==> config.mk <==
export PLATFORM = sky130hd
export DESIGN_NAME = hcalu_top
export DESIGN_NICKNAME = d
export VERILOG_FILES = /design/src/hw/hcalu_pkg.sv /design/src/hw/alu_datapath.sv /design/src/hw/apb_ctrl.sv /design/src/hw/hc_prefix_tree.sv /design/src/hw/hcalu_top.sv /design/src/hw/prefix_adder.sv
export VERILOG_INCLUDE_DIRS = /design/src /design/src/hw
export SDC_FILE = /design/constraint.sdc
export NUM_CORES = 1
export LEC_CHECK = 0
export ABC_AREA = 0
export BUFFER_PORTS_ARGS = -buffer_cell sky130_fd_sc_hd__buf_4
export CAP_MARGIN = 20
export CELL_PAD_IN_SITES_DETAIL_PLACEMENT = 0
export CELL_PAD_IN_SITES_GLOBAL_PLACEMENT = 2
export CORE_AREA = 2 2 101 103
export DETAILED_ROUTE_END_ITERATION = 10
export DIE_AREA = 0 0 103 105
export PLACE_DENSITY_LB_ADDON = 0.1
export SLEW_MARGIN = 40
export SYNTH_ARGS = -nofsm -noshare
export SYNTH_HDL_FRONTEND = slang
export SYNTH_SLANG_ARGS = --single-unit
==> constraint.sdc <==
create_clock -name pclk -period 9.4 [get_ports pclk]
set_clock_uncertainty 0.1 [all_clocks]
set_input_delay 0.47 -clock pclk [delete_from_list [all_inputs] [get_ports pclk]]
set_output_delay 0.47 -clock pclk [all_outputs]
set_load 0.01 [all_outputs]
==> src/hw/hcalu_defs.svh <==
// Data width, APB register offsets and bit positions for the hcalu peripheral
`ifndef HCALU_DEFS_SVH
`define HCALU_DEFS_SVH

// Operand and result width
`define HCALU_W 12

// Register byte offsets on the 5-bit APB address
`define HCALU_ADDR_OPA  5'h00
`define HCALU_ADDR_OPB  5'h04
`define HCALU_ADDR_CMD  5'h08
`define HCALU_ADDR_RES  5'h0C
`define HCALU_ADDR_STAT 5'h10

// Flag positions in the RESULT read word
`define HCALU_RES_C_BIT 12
`define HCALU_RES_V_BIT 13

// Done flag in STATUS, command count sits in bits 15:8
`define HCALU_STAT_DONE_BIT 0

`endif

==> src/hw/hcalu_pkg.sv <==
// Opcode and control state enums shared by the hcalu design
package hcalu_pkg;

	// Command opcodes, written to CMD bits 3:0
	typedef enum logic [1:0] {
		OP_ADD = 2'd0,
		OP_SUB = 2'd1,
		OP_ACC = 2'd2,
		OP_ADC = 2'd3
	} op_e;

	// Command sequencing in apb_ctrl
	typedef enum logic [1:0] {
		ST_IDLE = 2'd0,
		ST_EXEC = 2'd1,
		ST_DONE = 2'd2
	} ctrl_state_e;

endpackage

==> src/hw/alu_datapath.sv <==
// Operand selection per opcode, prefix adder and carry/overflow flags
`timescale 1ns/10ps
`include "hcalu_defs.svh"

module alu_datapath import hcalu_pkg::*; (
	input  op_e                 op,
	input  logic [`HCALU_W-1:0] opa,
	input  logic [`HCALU_W-1:0] opb,
	input  logic [`HCALU_W-1:0] acc,
	input  logic                carry_prev,
	output logic [`HCALU_W-1:0] sum,
	output logic                carry,
	output logic                overflow
);
	logic [`HCALU_W-1:0] x;
	logic [`HCALU_W-1:0] y;
	logic                cin;

	always_comb begin
		x   = opa;
		y   = opb;
		cin = 1'b0;
		case (op)
			OP_ADD: begin
				x   = opa;
				y   = opb;
			end
			// Two's complement, a + ~b + 1
			OP_SUB: begin
				y   = ~opb;
				cin = 1'b1;
			end
			OP_ACC: begin
				x   = acc;
				y   = opa;
			end
			OP_ADC: begin
				cin = carry_prev;
			end
			default: begin
				cin = 1'b0;
			end
		endcase
	end

	prefix_adder u_adder (
		.a    (x),
		.b    (y),
		.cin  (cin),
		.sum  (sum),
		.cout (carry)
	);

	// Same operand signs but result sign differs
	assign overflow = (x[`HCALU_W-1] == y[`HCALU_W-1]) &&
		(sum[`HCALU_W-1] != x[`HCALU_W-1]);

endmodule

==> src/hw/apb_ctrl.sv <==
// APB slave decode, register bank and command sequencer of hcalu
`timescale 1ns/10ps
`include "hcalu_defs.svh"

module apb_ctrl import hcalu_pkg::*; (
	input  logic                pclk,
	input  logic                arst_n,
	input  logic                psel,
	input  logic                penable,
	input  logic                pwrite,
	input  logic [4:0]          paddr,
	input  logic [31:0]         pwdata,
	output logic [31:0]         prdata,
	output logic                pready,
	output logic                pslverr,
	output op_e                 op,
	output logic [`HCALU_W-1:0] opa,
	output logic [`HCALU_W-1:0] opb,
	output logic [`HCALU_W-1:0] acc,
	output logic                carry_prev,
	input  logic [`HCALU_W-1:0] sum,
	input  logic                carry,
	input  logic                overflow
);
	ctrl_state_e         state;
	logic [`HCALU_W-1:0] opa_q;
	logic [`HCALU_W-1:0] opb_q;
	logic [`HCALU_W-1:0] res_q;
	logic                c_q;
	logic                v_q;
	logic [7:0]          cnt_q;
	op_e                 op_q;
	logic                done;
	logic                xfer;
	logic                addr_hit;
	logic                err;
	logic                wr_ok;
	logic                cmd_go;
	logic [31:0]         rd_word;

	// Only the EXEC cycle stretches an access
	assign pready = (state != ST_EXEC);
	assign xfer   = psel && penable && pready;
	assign done   = (state == ST_DONE);

	always_comb begin
		case (paddr)
			`HCALU_ADDR_OPA, `HCALU_ADDR_OPB, `HCALU_ADDR_CMD,
			`HCALU_ADDR_RES, `HCALU_ADDR_STAT: addr_hit = 1'b1;
			default: addr_hit = 1'b0;
		endcase
	end

	// Opcode field is pwdata[3:0], codes above OP_ADC are rejected
	assign err = !addr_hit ||
		(pwrite && (paddr == `HCALU_ADDR_RES || paddr == `HCALU_ADDR_STAT)) ||
		(pwrite && paddr == `HCALU_ADDR_CMD && pwdata[3:2] != 2'b00);

	assign pslverr = xfer && err;
	assign wr_ok   = xfer && pwrite && !err;
	assign cmd_go  = wr_ok && (paddr == `HCALU_ADDR_CMD);

	// Register bank and result capture
	always_ff @(posedge pclk or negedge arst_n) begin
		if (!arst_n) begin
			opa_q <= '0;
			opb_q <= '0;
			op_q  <= OP_ADD;
			res_q <= '0;
			c_q   <= 1'b0;
			v_q   <= 1'b0;
			cnt_q <= '0;
		end else begin
			if (wr_ok && paddr == `HCALU_ADDR_OPA)
				opa_q <= pwdata[`HCALU_W-1:0];
			if (wr_ok && paddr == `HCALU_ADDR_OPB)
				opb_q <= pwdata[`HCALU_W-1:0];
			if (cmd_go)
				op_q <= op_e'(pwdata[1:0]);
			if (state == ST_EXEC) begin
				res_q <= sum;
				c_q   <= carry;
				v_q   <= overflow;
				cnt_q <= cnt_q + 8'd1;
			end
		end
	end

	// Command FSM, a CMD write in DONE chains straight into EXEC
	always_ff @(posedge pclk or negedge arst_n) begin
		if (!arst_n) begin
			state <= ST_IDLE;
		end else begin
			case (state)
				ST_IDLE: if (cmd_go) state <= ST_EXEC;
				ST_EXEC: state <= ST_DONE;
				ST_DONE: begin
					if (cmd_go)
						state <= ST_EXEC;
					else if (wr_ok)
						state <= ST_IDLE;
				end
				default: state <= ST_IDLE;
			endcase
		end
	end

	always_comb begin
		rd_word = '0;
		case (paddr)
			`HCALU_ADDR_OPA: rd_word[`HCALU_W-1:0] = opa_q;
			`HCALU_ADDR_OPB: rd_word[`HCALU_W-1:0] = opb_q;
			`HCALU_ADDR_CMD: rd_word[1:0] = op_q;
			`HCALU_ADDR_RES: begin
				rd_word[`HCALU_W-1:0]      = res_q;
				rd_word[`HCALU_RES_C_BIT] = c_q;
				rd_word[`HCALU_RES_V_BIT] = v_q;
			end
			`HCALU_ADDR_STAT: begin
				rd_word[`HCALU_STAT_DONE_BIT] = done;
				// Command count
				rd_word[15:8] = cnt_q;
			end
			default: rd_word = '0;
		endcase
	end

	assign prdata = (psel && penable && !pwrite) ? rd_word : '0;

	// Datapath operands
	assign op         = op_q;
	assign opa        = opa_q;
	assign opb        = opb_q;
	assign acc        = res_q;
	assign carry_prev = c_q;

endmodule

==> src/hw/hc_prefix_tree.sv <==
// Han-Carlson prefix tree, bit propagate/generate to carries
`timescale 1ns/10ps
`include "hcalu_defs.svh"

module hc_prefix_tree (
	input  logic [`HCALU_W-1:0] p,
	input  logic [`HCALU_W-1:0] g,
	output logic [`HCALU_W:1]   c
);
	// Span 1, odd positions
	logic g_1_0;
	logic g_3_2, p_3_2, g_5_4, p_5_4, g_7_6, p_7_6;
	logic g_9_8, p_9_8, g_11_10, p_11_10;
	// Span 2
	logic g_3_0;
	logic g_5_2, p_5_2, g_7_4, p_7_4, g_9_6, p_9_6, g_11_8, p_11_8;
	// Span 4
	logic g_5_0, g_7_0;
	logic g_9_2, p_9_2, g_11_4, p_11_4;
	// Span 8
	logic g_9_0, g_11_0;
	// Even positions from the extra grey row
	logic g_2_0, g_4_0, g_6_0, g_8_0, g_10_0;

	// Stage 1
	assign g_1_0   = g[1] | (p[1] & g[0]);
	assign g_3_2   = g[3] | (p[3] & g[2]);
	assign p_3_2   = p[3] & p[2];
	assign g_5_4   = g[5] | (p[5] & g[4]);
	assign p_5_4   = p[5] & p[4];
	assign g_7_6   = g[7] | (p[7] & g[6]);
	assign p_7_6   = p[7] & p[6];
	assign g_9_8   = g[9] | (p[9] & g[8]);
	assign p_9_8   = p[9] & p[8];
	assign g_11_10 = g[11] | (p[11] & g[10]);
	assign p_11_10 = p[11] & p[10];

	// Stage 2
	assign g_3_0  = g_3_2 | (p_3_2 & g_1_0);
	assign g_5_2  = g_5_4 | (p_5_4 & g_3_2);
	assign p_5_2  = p_5_4 & p_3_2;
	assign g_7_4  = g_7_6 | (p_7_6 & g_5_4);
	assign p_7_4  = p_7_6 & p_5_4;
	assign g_9_6  = g_9_8 | (p_9_8 & g_7_6);
	assign p_9_6  = p_9_8 & p_7_6;
	assign g_11_8 = g_11_10 | (p_11_10 & g_9_8);
	assign p_11_8 = p_11_10 & p_9_8;

	// Stage 3
	assign g_5_0  = g_5_2 | (p_5_2 & g_1_0);
	assign g_7_0  = g_7_4 | (p_7_4 & g_3_0);
	assign g_9_2  = g_9_6 | (p_9_6 & g_5_2);
	assign p_9_2  = p_9_6 & p_5_2;
	assign g_11_4 = g_11_8 | (p_11_8 & g_7_4);
	assign p_11_4 = p_11_8 & p_7_4;

	// Stage 4
	assign g_9_0  = g_9_2 | (p_9_2 & g_1_0);
	assign g_11_0 = g_11_4 | (p_11_4 & g_3_0);

	// Extra grey row
	assign g_2_0  = g[2] | (p[2] & g_1_0);
	assign g_4_0  = g[4] | (p[4] & g_3_0);
	assign g_6_0  = g[6] | (p[6] & g_5_0);
	assign g_8_0  = g[8] | (p[8] & g_7_0);
	assign g_10_0 = g[10] | (p[10] & g_9_0);

	// c[k+1] is the group generate from k down to 0
	assign c = {g_11_0, g_10_0, g_9_0, g_8_0, g_7_0, g_6_0,
		g_5_0, g_4_0, g_3_0, g_2_0, g_1_0, g[0]};

endmodule

==> src/hw/hcalu_top.sv <==
// Top level of hcalu, APB control and arithmetic datapath
`timescale 1ns/10ps
`include "hcalu_defs.svh"

module hcalu_top import hcalu_pkg::*; (
	input  logic        pclk,
	input  logic        arst_n,
	input  logic        psel,
	input  logic        penable,
	input  logic        pwrite,
	input  logic [4:0]  paddr,
	input  logic [31:0] pwdata,
	output logic [31:0] prdata,
	output logic        pready,
	output logic        pslverr
);
	op_e                 op;
	logic [`HCALU_W-1:0] opa;
	logic [`HCALU_W-1:0] opb;
	logic [`HCALU_W-1:0] acc;
	logic                carry_prev;
	logic [`HCALU_W-1:0] sum;
	logic                carry;
	logic                overflow;

	apb_ctrl u_ctrl (
		.pclk       (pclk),
		.arst_n     (arst_n),
		.psel       (psel),
		.penable    (penable),
		.pwrite     (pwrite),
		.paddr      (paddr),
		.pwdata     (pwdata),
		.prdata     (prdata),
		.pready     (pready),
		.pslverr    (pslverr),
		.op         (op),
		.opa        (opa),
		.opb        (opb),
		.acc        (acc),
		.carry_prev (carry_prev),
		.sum        (sum),
		.carry      (carry),
		.overflow   (overflow)
	);

	alu_datapath u_dp (
		.op         (op),
		.opa        (opa),
		.opb        (opb),
		.acc        (acc),
		.carry_prev (carry_prev),
		.sum        (sum),
		.carry      (carry),
		.overflow   (overflow)
	);

endmodule

==> src/hw/prefix_adder.sv <==
// Han-Carlson adder, pre-computation, prefix tree and post-computation
`timescale 1ns/10ps
`include "hcalu_defs.svh"

module prefix_adder (
	input  logic [`HCALU_W-1:0] a,
	input  logic [`HCALU_W-1:0] b,
	input  logic                cin,
	output logic [`HCALU_W-1:0] sum,
	output logic                cout
);
	// Extended by one position, carry in acts as generate of position 0
	logic [`HCALU_W:0]   p_ext;
	logic [`HCALU_W:0]   g_ext;
	logic [`HCALU_W:1]   c;

	assign p_ext = {a ^ b, 1'b0};
	assign g_ext = {a & b, cin};

	hc_prefix_tree u_tree (
		.p (p_ext[`HCALU_W-1:0]),
		.g (g_ext[`HCALU_W-1:0]),
		.c (c)
	);

	// Sum bit i sees the carry into extended position i+1
	assign sum  = p_ext[`HCALU_W:1] ^ c;
	assign cout = g_ext[`HCALU_W] | (p_ext[`HCALU_W] & c[`HCALU_W]);

endmodule
Word level (Yosys, flattened, before mapping) --
Index checks and enable logic that the tools add are counted.
Cells by class: shift-type cells 0, reductions and logical operators 24, multiplexer cells 15, divide/modulo/power cells 0, multiply operators 0, add/sub/neg operators 1, order comparisons 0, equality and inequality tests 14, bitwise gates (word level) 61
Operators with widths (number):
- bitwise AND 1 bit | 34
- one-hot mux 12 bit (2 select lines) | 1
- XOR 12 bit | 2
- bitwise OR 1 bit | 23
- one-hot mux 6 bit (3 select lines) | 1
- two-way mux 16 bit | 1
- one-hot mux 4 bit (4 select lines) | 1
- logical AND 1 bit | 13
- bitwise AND 12 bit | 1
- two-way mux 12 bit | 1
- inverter 12 bit | 1
- equality test 5 x 4 -> 1 bit (second input constant) | 2
- adder 8 x 1 -> 8 bit (second input constant) | 1
- two-way mux 2 bit | 4
- equality test 2 bit (second input constant) | 3
- one-hot mux 2 bit (3 select lines) | 1
- equality test 5 x 3 -> 1 bit (second input constant) | 1
- equality test 5 bit (second input constant) | 1
- logical NOT 5 bit | 1
- one-hot mux 1 bit (5 select lines) | 1
- OR reduction 5 bit | 1
- equality test 2 x 1 -> 1 bit (second input constant) | 2
- inequality test 2 x 1 -> 1 bit (second input constant) | 2
- one-hot mux 1 bit (4 select lines) | 1
- other kinds (11) | 15
Storage, ports and cells: input port bits 42, output and inout port bits 34, bits in latches 0, bits in read-only memories 0, logic and storage cells 123, register bits after elaboration 50, memories kept 0, memory bits (writable) 0

Depth between registers and ports, before layout --
Gate-level depths: netlist of the first run.
depth after elaboration 15, depth in mapped cells 14, mapped depth without buffers 12

By module --
From an unflattened synthesis of the first run, not the netlist that was laid out.
Unflattened totals: cell total of the unflattened synthesis 396, area, all modules 3706.1 µm²
By module, submodules not included:
- apb_ctrl | area an instance 2641.3 µm², instances 1, cells each 251, sequential area each 1251.2 µm²
- alu_datapath | area an instance 490.5 µm², instances 1, cells each 69, sequential area each 0.0 µm²
- hc_prefix_tree | area an instance 316.6 µm², instances 1, cells each 52, sequential area each 0.0 µm²
- prefix_adder | area an instance 257.7 µm², instances 1, cells each 24, sequential area each 0.0 µm²

Worst setup path before layout of the first run --
Ideal clock, no wire load.
kind reg2reg, from reg u_ctrl.op_q[0], in the netlist u_ctrl.op[0], to reg u_ctrl.v_q, clock period less this slack 3.519 ns, data required time 9.205 ns, stages on the path, launching flop included 14, setup time 0.095 ns, setup slack 5.881 ns, arrival 3.324 ns, path buffers 2, cell sequence dfrtp_1 inv_1 ha_1 clkbuf_1 clkbuf_1 mux2_2 fa_1 a211oi_1 o211ai_1 nand2_1 o21ai_0 fa_1 xnor2_1 o31ai_1
On the way: word-level cells in the longest chain between the ends 13, elaborated cells between the ends (all ways) 42, those cells by class eq/ne: 5; mux: 3; bitwise: 33; reduce/logical: 1
RTL lines:
- from (decl) | RTL line apb_ctrl.sv:32 | op_e op_q;
- from (signal assigned) | RTL line apb_ctrl.sv:79 | op_q <= op_e'(pwdata[1:0]);
- equality test 2 bit or equality test 2 x 1 -> 1 bit (tied branches) | RTL line alu_datapath.sv:23 | case (op)
- one-hot mux 12 bit (2 select lines) or two-way mux 12 bit (tied branches) | RTL line alu_datapath.sv:23
- XOR 12 bit or bitwise AND 12 bit (tied branches) | RTL line prefix_adder.sv:17, prefix_adder.sv:18
- bitwise AND 1 bit | RTL line hc_prefix_tree.sv:29 | assign g_5_4 = g[5] | (p[5] & g[4]);
- bitwise OR 1 bit | RTL line hc_prefix_tree.sv:29
- bitwise AND 1 bit | RTL line hc_prefix_tree.sv:42 | assign g_7_4 = g_7_6 | (p_7_6 & g_5_4);
- bitwise OR 1 bit | RTL line hc_prefix_tree.sv:42
- bitwise AND 1 bit | RTL line hc_prefix_tree.sv:54 | assign g_11_4 = g_11_8 | (p_11_8 & g_7_4);
- bitwise OR 1 bit | RTL line hc_prefix_tree.sv:54
- bitwise OR 1 bit | RTL line hc_prefix_tree.sv:59 | assign g_11_0 = g_11_4 | (p_11_4 & g_3_0);
- XOR 12 bit * | RTL line prefix_adder.sv:27 | assign sum = p_ext[`HCALU_W:1] ^ c;
- net sum[11] | RTL line hcalu_top.sv:22 | logic [`HCALU_W-1:0] sum;
- inequality test 1 bit * | RTL line alu_datapath.sv:56 | (sum[`HCALU_W-1] != x[`HCALU_W-1]);
- logical AND 1 bit * | RTL line alu_datapath.sv:55 | assign overflow = (x[`HCALU_W-1] == y[`HCALU_W-1]) &&
- to (signal assigned) | RTL line apb_ctrl.sv:83 | v_q <= overflow;
- to (decl) | RTL line apb_ctrl.sv:30 | logic v_q;
Mark *: on every way through the listed nets, which the timed path passes. The rest lies on a longest branch. A chain may end at the register's enable or synchronous reset.

Worst setup path in the final report of the first run --
Ends and elaborated chain as after synthesis.

==> flow_summary.json, run 1 <==
{
  "grt_use_total": 0.162,
  "yosysTopAreaCellShare": 0.363,
  "cts-hold-fix-buffers": 0,
  "ys.flop_type": "dfrtp_1",
  "cts_tree": "built",
  "layout-drive-gt1-share": 0.230,
  "setup.worst_path.class": "reg2reg",
  "synth_common_cells": "dfrtp_1, nand2_1, mux2_2",
  "clkLatencyLatePin_ps": 310,
  "cts_buffers": 5,
  "r2r_setup_slack_ps": 5670,
  "std_cell_rows": 36,
  "setup_viol": 0,
  "cts_root_buf": "clkbuf_8",
  "wl_per_cell_um": 16.0,
  "drt_iter0_markers": 69,
  "drc_errors": 0,
  "fp.dieArea_mm2": 0.0108,
  "hold-worst-slack_ps": 79.2,
  "ys_seq_area_frac": 0.363,
  "cp_max_fo": 24,
  "floorplan.die.height_um": 105,
  "yosysMostFrequentCell": "dfrtp_1",
  "synthCells": 355,
  "multi_input_area_mm2": 0.00195,
  "reg2regPathDepth": 11,
  "critPathArrivalTime_ps": 3860,
  "ys_seq_elements": 50,
  "syn2layout_area_growth_pct": 12.0,
  "fmax_mhz": 268,
  "grt_pass1_wl_um": 13800,
  "die_w_um": 103,
  "path_common_cell": "fa_1",
  "routed_wl_um": 8240,
  "period_minus_slack_ps": 3730,
  "status": "completed",
  "place_inst": 508,
  "r2r-start": "u_ctrl.op[0]",
  "async_reset_ff_frac": 1.00,
  "min_period_over_period": 0.397,
  "routabilityCongestion": 0.784,
  "synth_cell_types": 47,
  "maxSlewHeadroom": 0.460,
  "clock_sinks": 50,
  "num_vias": 2592,
  "synth-edff-count": 0,
  "critical-path-slowest-cell": "ha_2",
  "yosysTopAreaCell": "dfrtp_1",
  "initial_core_util": 0.357,
  "power_frac_comb": 0.188,
  "power.density_mw_per_mm2": 118,
  "maxCapViolations": 0,
  "clk_pin_slew_ps": 110,
  "firstDrtPassIters": 4,
  "hp-class": "in2async",
  "switching_share": 0.303,
  "ctsResizeCount": 0,
  "crit_chain": "inv_1, ha_2, mux2_2, fa_1, a211oi_1, o211ai_1, nand2_1, o21ai_0, fa_1, xnor2_1, o31ai_1",
  "hold_viol": 0,
  "syn_area_mm2": 0.00344,
  "slowest_delay_ps": 540,
  "worst_ep_required_time_ps": 9530,
  "synth_area_leaders": "dfrtp_1, mux2_2, ha_1, nand2_1, fa_1",
  "critPathLaunchType": "register",
  "p_clk_frac": 0.297,
  "grt_max_degree": 51,
  "io_buffers": 39,
  "vias_per_cell": 5.02,
  "worst_pin_slew_ps": 806,
  "grt-ovfl-total": 0,
  "finalSetupTns_ps": 0,
  "setup_slack_ps": 5670,
  "drtAntennaViolNets": 0,
  "seq_power_share": 0.516,
  "ff_latch_area_mm2": 0.00125,
  "cts_max_path_buffers": 2,
  "switchingPower_mw": 0.137,
  "grt_pass1_vias": 2632,
  "yosys_warnings": 0,
  "h-tree-depth": 2,
  "io_pins": 76,
  "fillCellCount": 1025,
  "diodes": 0,
  "r2r-end": "u_ctrl.v_q",
  "syn_avg_cell_area_um2": 9.70,
  "dp_hpwl_um": 5920,
  "post-place-ws_ps": 5640,
  "nNetsFinal": 446,
  "coreArea_mm2": 0.00964,
  "fin_cells": 516,
  "antenna_found_initial": 0,
  "p_leak_nw": 1.84,
  "ir_worst_vdd_mv": 0.0621,
  "endpoint_kind": "register",
  "drv_slew": 0,
  "post_cts_buffers": 0,
  "rsz0062_at_grt": "no",
  "intPower_mw": 0.316
}
==> layer usage <==
metal,wire length (um),up-vias,part of all wire,track usage
met5,0,-,0,0
met4,65,0,0.0079,0.0282
met3,270,5,0.033,0.0227
met2,3980,55,0.48,0.272
met1,3930,1266,0.48,0.224
li1,-,1266,-,-
==> power groups by stage <==
stage               Sequential (mW)  Clock [mW]  Combinational, mW
floorplan                     0.235           0             0.0658
global placement              0.238           0             0.0854
detailed placement            0.238           0             0.0856
CTS                           0.234       0.145             0.0866
global route                  0.236       0.153             0.0975
finish                        0.234       0.135             0.0851
==> metrics by stage <==
step           area (um2)  utilization  total power, mW
2_1_floorplan        3500            -            0.301
3_3_place_gp         3760        0.390            0.324
3_5_place_dp         3760        0.390            0.324
4_1_cts              3860        0.400            0.466
5_1_grt              3860        0.400            0.486
6_report             3860        0.400            0.453
==> cell families after synthesis <==
family,share of synthesized area
xor gates and xnor gates,0.0331
other,0.00109
adders and majority gates,0.0952
AOI/OAI and AO/OA,0.141
buffers and inverters,0.0883
DFF,0.363
muxes,0.150
and+or+nand+nor,0.129
==> flip-flops by register name (all words and copies together) (netlist names) <==
register	count
u_ctrl.op	2
u_ctrl.acc	12
u_ctrl.v_q	1
u_ctrl.carry_prev	1
u_ctrl.state	2
u_ctrl.opb	12
u_ctrl.cnt_q	8
u_ctrl.opa	12
==> layout make-up <==
type | count | area share
multi-input combinational | 260 | 0.505
sequential | 50 | 0.324
tap | 133 | 0.0431
inverter | 24 | 0.0234
timing repair buffer | 41 | 0.0798
clock inverter | 3 | 0.00649
clock buffer | 5 | 0.0178
==> worst max-delay path by stage <==
| stage | start | to | slack [ps] | depth (start not counted) |
|---|---|---|---|---|
| after floorplan | u_ctrl.op[0] | u_ctrl.v_q | 5880 | 13 |
| after global placement | u_ctrl.op[0] | u_ctrl.v_q | 5380 | 11 |
| after detailed placement | u_ctrl.op[0] | u_ctrl.v_q | 5640 | 11 |
| after CTS | u_ctrl.op[0] | u_ctrl.v_q | 5630 | 11 |
| after global routing | u_ctrl.op[0] | u_ctrl.v_q | 5480 | 11 |
| final | u_ctrl.op[0] | u_ctrl.v_q | 5670 | 11 |
==> critical path, delay by kind of cell (launching register included) <==
family,cells,cell delay [ps]
adder cells (fa/ha/maj),3,1500
AO/OA/AOI/OAI,4,840
flip-flops,1,450
multiplexers,1,420
XOR/XNOR,1,150
AND/OR/NAND/NOR,1,130
buffers and inverters,1,80
==> layout by cell type (no fill, tap or decap), types with 2 or more instances in the layout <==
cell	count
and3_1	7
clkbuf_8	5
nand4_1	6
xor2_1	5
fa_1	7
buf_4	41
inv_1	23
conb_1	16
a222oi_1	4
dfrtp_1	50
a21o_1	5
xnor2_1	8
mux2_4	2
ha_1	14
nand2_1	38
a221oi_1	13
o21ai_0	14
mux2_2	28
mux2_1	7
nand2b_1	3
a22o_1	4
mux2i_1	7
nor2_1	24
nor3_2	2
nor2b_1	2
a21oi_1	26
Power figures use the tool's default switching activity.
==> run 2: changes to the inputs <==
--- a/config.mk
+++ b/config.mk
@@ -11,9 +11,9 @@
 export CAP_MARGIN = 20
 export CELL_PAD_IN_SITES_DETAIL_PLACEMENT = 0
 export CELL_PAD_IN_SITES_GLOBAL_PLACEMENT = 2
-export CORE_AREA = 2 2 101 103
+export CORE_AREA = 2 2 111 113
 export DETAILED_ROUTE_END_ITERATION = 10
-export DIE_AREA = 0 0 103 105
+export DIE_AREA = 0 0 113 115
 export PLACE_DENSITY_LB_ADDON = 0.1
 export SLEW_MARGIN = 40
 export SYNTH_ARGS = -nofsm -noshare
==> constraint.sdc (replaced) <==
create_clock -name pclk -period 3 [get_ports pclk]
set_clock_uncertainty 0.1 [all_clocks]
set_input_delay 0.15 -clock pclk [delete_from_list [all_inputs] [get_ports pclk]]
set_output_delay 0.15 -clock pclk [all_outputs]
set_load 0.01 [all_outputs]
==> run 2 against run 1 <==
Net effect: the flow now finishes with violations (DRC, setup timing); via count grew 6.4%; combinational power increased to 4.1 times the previous value; register-to-register slack lost 5800 ps; die area grew 20%; global-route usage is 1.0 points lower; core utilization down 2.7 points; critical path depth grew 2; worst hold slack worse by 74 ps; routed wire length grew 16%.
==> flow_summary.json, run 2 (same netlist as run 1, synthesis figures left out) <==
{
  "status": "complete, but fails checks",
  "failed_checks": "DRC, setup timing",
  "routabilityCongestion": 0.724,
  "io_pins": 76,
  "worst_pin_slew_ps": 695,
  "p_clk_frac": 0.350,
  "maxSlewHeadroom": 0.537,
  "vias_per_cell": 4.85,
  "nNetsFinal": 484,
  "grt_pass1_wl_um": 15300,
  "cp_max_fo": 8,
  "rsz0062_at_grt": "yes",
  "worst_ep_required_time_ps": 3110,
  "hold_viol": 0,
  "setup_slack_ps": -161,
  "grt_pass1_vias": 2754,
  "hp-class": "in2reg",
  "dp_hpwl_um": 6610,
  "routed_wl_um": 9520,
  "p_leak_nw": 2.08,
  "cts_max_path_buffers": 2,
  "r2r-end": "u_ctrl.v_q",
  "crit_chain": "inv_2, ha_4, buf_12, buf_12, mux2_2, ha_1, a21o_1, a21o_1, a21oi_1, o21ai_2, fa_1, xnor2_1, o31ai_1",
  "ir_worst_vdd_mv": 0.188,
  "endpoint_kind": "register",
  "antenna_found_initial": 0,
  "setup.worst_path.class": "reg2reg",
  "power.density_mw_per_mm2": 380,
  "fmax_mhz": 316,
  "hold_end": "u_ctrl.op[1]",
  "drc_errors": 2,
  "coreArea_mm2": 0.0118,
  "drt_iter0_markers": 91,
  "min_period_over_period": 1.05,
  "cts_buffers": 5,
  "finalSetupTns_ps": -516,
  "h-tree-depth": 2,
  "worstHoldStart": "pwdata[1]",
  "grt_max_degree": 51,
  "grt_use_total": 0.152,
  "num_vias": 2757,
  "power_frac_comb": 0.211,
  "reg2regPathDepth": 13,
  "r2r_setup_slack_ps": -160,
  "clkLatencyLatePin_ps": 300,
  "intPower_mw": 1.19,
  "floorplan.die.height_um": 115,
  "critPathArrivalTime_ps": 3270,
  "layout-drive-gt1-share": 0.318,
  "wl_per_cell_um": 16.8,
  "syn2layout_area_growth_pct": 28.0,
  "cts_root_buf": "clkbuf_16",
  "seq_power_share": 0.439,
  "period_minus_slack_ps": 3160,
  "switchingPower_mw": 0.486,
  "drtAntennaViolNets": 0,
  "firstDrtPassIters": 7,
  "slowest_delay_ps": 470,
  "maxCapViolations": 0,
  "cp_top_family": "adder cells",
  "setup_viol": 6,
  "cts_tree": "built",
  "final_cell_mix": "buf_4, dfrtp_1, nand2_1",
  "clock_sinks": 50,
  "switching_share": 0.290,
  "io_buffers": 39,
  "critPathLaunchType": "register",
  "hold-worst-slack_ps": 5.62,
  "critical-path-slowest-cell": "fa_1",
  "hold_depth": 2,
  "die_w_um": 113,
  "std_cell_rows": 40,
  "drv_slew": 0,
  "layout_commonest_cell": "buf_4",
  "initial_core_util": 0.292,
  "post-route-util": 0.373,
  "fp.dieArea_mm2": 0.0130,
  "crit_buf_inv": 3,
  "clk_pin_slew_ps": 70,
  "grt-ovfl-total": 0,
  "r2r-start": "u_ctrl.op[0]",
  "diodes": 0
}
==> run 2: cell types whose count changed in the layout (fill, tap and decap cells not counted), sizes merged <==
cell	before	now
dlygate4sd3	0	10
buf	41	69
clkinv	1	2
inv	25	24
==> run 2: cell type report <==
| cell class | count | area, um2 |
|---|---|---|
| fill | 1230 | 7400 |
| multi-input combinational | 260 | 2060 |
| sequential | 50 | 1250 |
| timing repair buffer | 79 | 676 |
| tap | 147 | 184 |
| clock buffer | 5 | 125 |
| inverter | 24 | 90.1 |
| clock inverter | 3 | 21.3 |
==> run 2: metal layers <==
metal	vias to the layer above	GRT usage	wire [um]
met5	-	0	0
met4	0	0.0415	108
met3	7	0.0253	358
met2	56	0.262	4570
met1	1348	0.199	4490
li1	1346	-	-
==> run 2: metrics by stage <==
stage / worst slack (ps) / power [mW] / std cells / cell area (um2)
after global placement: -266 / 1.06 / 545 / 3990
after CTS: -200 / 1.69 / 567 / 4360
final: -161 / 1.68 / 568 / 4410
after global routing: -277 / 1.77 / 568 / 4410
after detailed placement: -312 / 1.06 / 545 / 3990
after floorplan: -121 / 0.947 / 370 / 3540
==> run 2: what timing repair did <==
action,4_1_cts,5_1_grt
hold buffers,10,0
pin swaps,5,3
setup buffers,3,1
gates resized for setup,14,10
hold endpoints to repair,67,0
setup endpoints to repair,7,7
cloned,1,0
==> run 2: worst register-to-register path, stage by stage, from the launching register on <==
cell,delay (ps)
dfrtp_1,420
inv_2,90
ha_4,190
buf_12,150
buf_12,110
mux2_2,320
ha_1,300
a21o_1,180
a21o_1,170
a21oi_1,160
o21ai_2,80
fa_1,470
xnor2_1,140
o31ai_1,180
==> run 2: power groups by stage <==
stage	clock network [mW]	logic (mW)	registers, mW
5_1_grt	0.635	0.397	0.741
2_1_floorplan	0	0.211	0.737
4_1_cts	0.609	0.344	0.735
3_5_place_dp	0	0.314	0.748
3_3_place_gp	0	0.312	0.747
6_report	0.587	0.353	0.735
==> run 2: how the worst max path moves through the flow <==
stage                  from        endpoint  slack, ps  cells past startpoint
2_1_floorplan  u_ctrl.op[0]      u_ctrl.v_q       -120                     14
3_3_place_gp   u_ctrl.op[0]  u_ctrl.acc[10]       -270                     11
3_5_place_dp   u_ctrl.op[0]      u_ctrl.v_q       -310                     11
4_1_cts        u_ctrl.op[0]  u_ctrl.acc[10]       -200                     12
5_1_grt        u_ctrl.op[0]      u_ctrl.v_q       -280                     12
6_report       u_ctrl.op[0]      u_ctrl.v_q       -160                     13
==> run 3: changes to the inputs <==
--- a/config.mk
+++ b/config.mk
@@ -11,9 +11,10 @@
 export CAP_MARGIN = 20
 export CELL_PAD_IN_SITES_DETAIL_PLACEMENT = 0
 export CELL_PAD_IN_SITES_GLOBAL_PLACEMENT = 2
-export CORE_AREA = 2 2 111 113
+export CORE_AREA = 2 2 101 103
 export DETAILED_ROUTE_END_ITERATION = 10
-export DIE_AREA = 0 0 113 115
+export DIE_AREA = 0 0 103 105
+export GPL_TIMING_DRIVEN = 1
 export PLACE_DENSITY_LB_ADDON = 0.1
 export SLEW_MARGIN = 40
 export SYNTH_ARGS = -nofsm -noshare
==> constraint.sdc (replaced) <==
create_clock -name pclk -period 3.7 [get_ports pclk]
set_clock_uncertainty 0.1 [all_clocks]
set_input_delay 0.185 -clock pclk [delete_from_list [all_inputs] [get_ports pclk]]
set_output_delay 0.185 -clock pclk [all_outputs]
set_load 0.01 [all_outputs]
==> run 3 against run 2 <==
Net effect: the flow now finishes without violations; global-route usage grew 1.5 points; routed wire length shrank 9.4%; core utilization grew 4.4 points; largest cell class unchanged; critical path depth fell by 1; via count is 3.1% lower; maximum frequency shrank 5.8%; worst hold slack gained 14 ps; cell area down 8.8%; clock-buffer cell count rose by 2; sequential cell count unchanged; combinational power decreased by 35%.
==> flow_summary.json, run 3 (same netlist as run 1, synthesis figures left out) <==
{
  "status": "completed",
  "syn2layout_area_growth_pct": 16.7,
  "fin_cells": 531,
  "grt-ovfl-total": 0,
  "reg2regPathDepth": 12,
  "clk_pin_slew_ps": 90,
  "cts_buffers": 5,
  "initial_core_util": 0.357,
  "maxCapViolations": 0,
  "num_vias": 2671,
  "cts_max_path_buffers": 2,
  "layout_commonest_cell": "dfrtp_1",
  "drt_iter0_markers": 114,
  "clkLatencyLatePin_ps": 300,
  "clock_sinks": 50,
  "floorplan.die.height_um": 105,
  "hold-worst-slack_ps": 19.6,
  "r2r-start": "u_ctrl.op[0]",
  "hold_depth": 2,
  "dp_hpwl_um": 6270,
  "place_inst": 515,
  "coreArea_mm2": 0.00964,
  "worst_ep_required_time_ps": 3820,
  "wl_per_cell_um": 16.2,
  "hp-class": "in2reg",
  "fp.dieArea_mm2": 0.0108,
  "power.density_mw_per_mm2": 303,
  "p_leak_nw": 1.92,
  "grt_max_degree": 51,
  "ir_worst_vdd_mv": 0.160,
  "antenna_found_initial": 0,
  "grt_pass1_wl_um": 14100,
  "die_w_um": 103,
  "grt_pass1_vias": 2732,
  "grt_use_total": 0.167,
  "routabilityCongestion": 0.776,
  "critPathArrivalTime_ps": 3470,
  "std_cell_rows": 36,
  "fillCellCount": 1028,
  "setup_viol": 0,
  "final_cell_mix": "dfrtp_1, buf_4, nand2_1",
  "routed_wl_um": 8630,
  "layout-drive-gt1-share": 0.236,
  "vias_per_cell": 5.03,
  "fmax_mhz": 298,
  "drc_errors": 0,
  "crit_start": "u_ctrl.op[0]",
  "critPathLaunchType": "register",
  "min_period_over_period": 0.907,
  "io_buffers": 39,
  "setup.worst_path.class": "reg2reg",
  "fin_total_pwr_mw": 1.22,
  "io_pins": 76,
  "cts_tree": "built",
  "maxSlewHeadroom": 0.478,
  "hold_viol": 0,
  "finalSetupTns_ps": 0,
  "firstDrtPassIters": 5,
  "worst_pin_slew_ps": 783,
  "drv_slew": 0,
  "cts_root_buf": "clkbuf_8",
  "h-tree-depth": 2,
  "placed_area_mm2": 0.00383,
  "diodes": 0,
  "period_minus_slack_ps": 3350,
  "endpoint_kind": "register",
  "fin_area_mm2": 0.00402,
  "worstHoldStart": "pwdata[1]",
  "drtAntennaViolNets": 0,
  "cp_max_fo": 12,
  "rsz0062_at_grt": "no",
  "nNetsFinal": 461
}
## run 3: cell count changes in the layout (fill, tap and decap cells not counted), moves of 4 or more
cell / change
a221oi_1: +4
buf_4: -18
clkbuf_8: +5
clkbuf_16: -5
ha_1: +4
ha_4: -4
a221oi_2: -4
o21ai_0: +4
## run 3: repair_timing
action                     in CTS  in global routing
buffers inserted                0                  0
hold endpoints to repair       57                  0
resized for setup               0                  3
hold buffers                    8                  0
setup endpoints to repair       0                  1
## run 3: layout make-up
type	count	area (um2)	area share
multi-input combinational	260	1950	0.486
inverter	24	90.1	0.0224
clock inverter	1	30.0	0.00747
clock buffer	7	76.3	0.0190
timing repair buffer	56	453	0.113
sequential	50	1250	0.311
tap	133	166	0.0414
## run 3: final timing paths
check | end | slack, ps
max | u_ctrl.v_q | 350
min | u_ctrl.op[1] | 20
max reg2reg | u_ctrl.v_q | 350
min reg2reg | u_ctrl.cnt_q[7] | 370
max in group asynchronous | u_ctrl.opb[8] | 2680
min in group asynchronous | u_ctrl.state[1] | 350
## run 3: routing by layer
layer  vias up  part of all wire  track usage
met1      1314              0.48        0.231
met4         0             0.012       0.0367
met2        54              0.48        0.276
met3         7             0.033       0.0247
met5         -                 0            0
li1       1296                 -            -
## run 3: per-stage QoR
step                       util  worst slack [ps]
after floorplan               -               181
after global placement    0.397               226
after detailed placement  0.397               222
after CTS                 0.416               174
after global routing      0.417              45.1
final                     0.417               345
## run 3: worst max-delay path: stages, from the launching register on
cell	delay [ps]
dfrtp_1	450
inv_1	80
ha_1	220
buf_4	230
mux2_2	350
ha_1	320
o21ai_0	110
o211ai_1	260
nand2_1	130
o21ai_1	210
fa_1	470
xnor2_1	150
o31ai_1	180
## run 3: power breakdown
part / total [mW] / switching [mW] / internal, mW
registers: 0.595 / 0.0244 / 0.571
clock network: 0.394 / 0.191 / 0.203
logic: 0.229 / 0.124 / 0.105
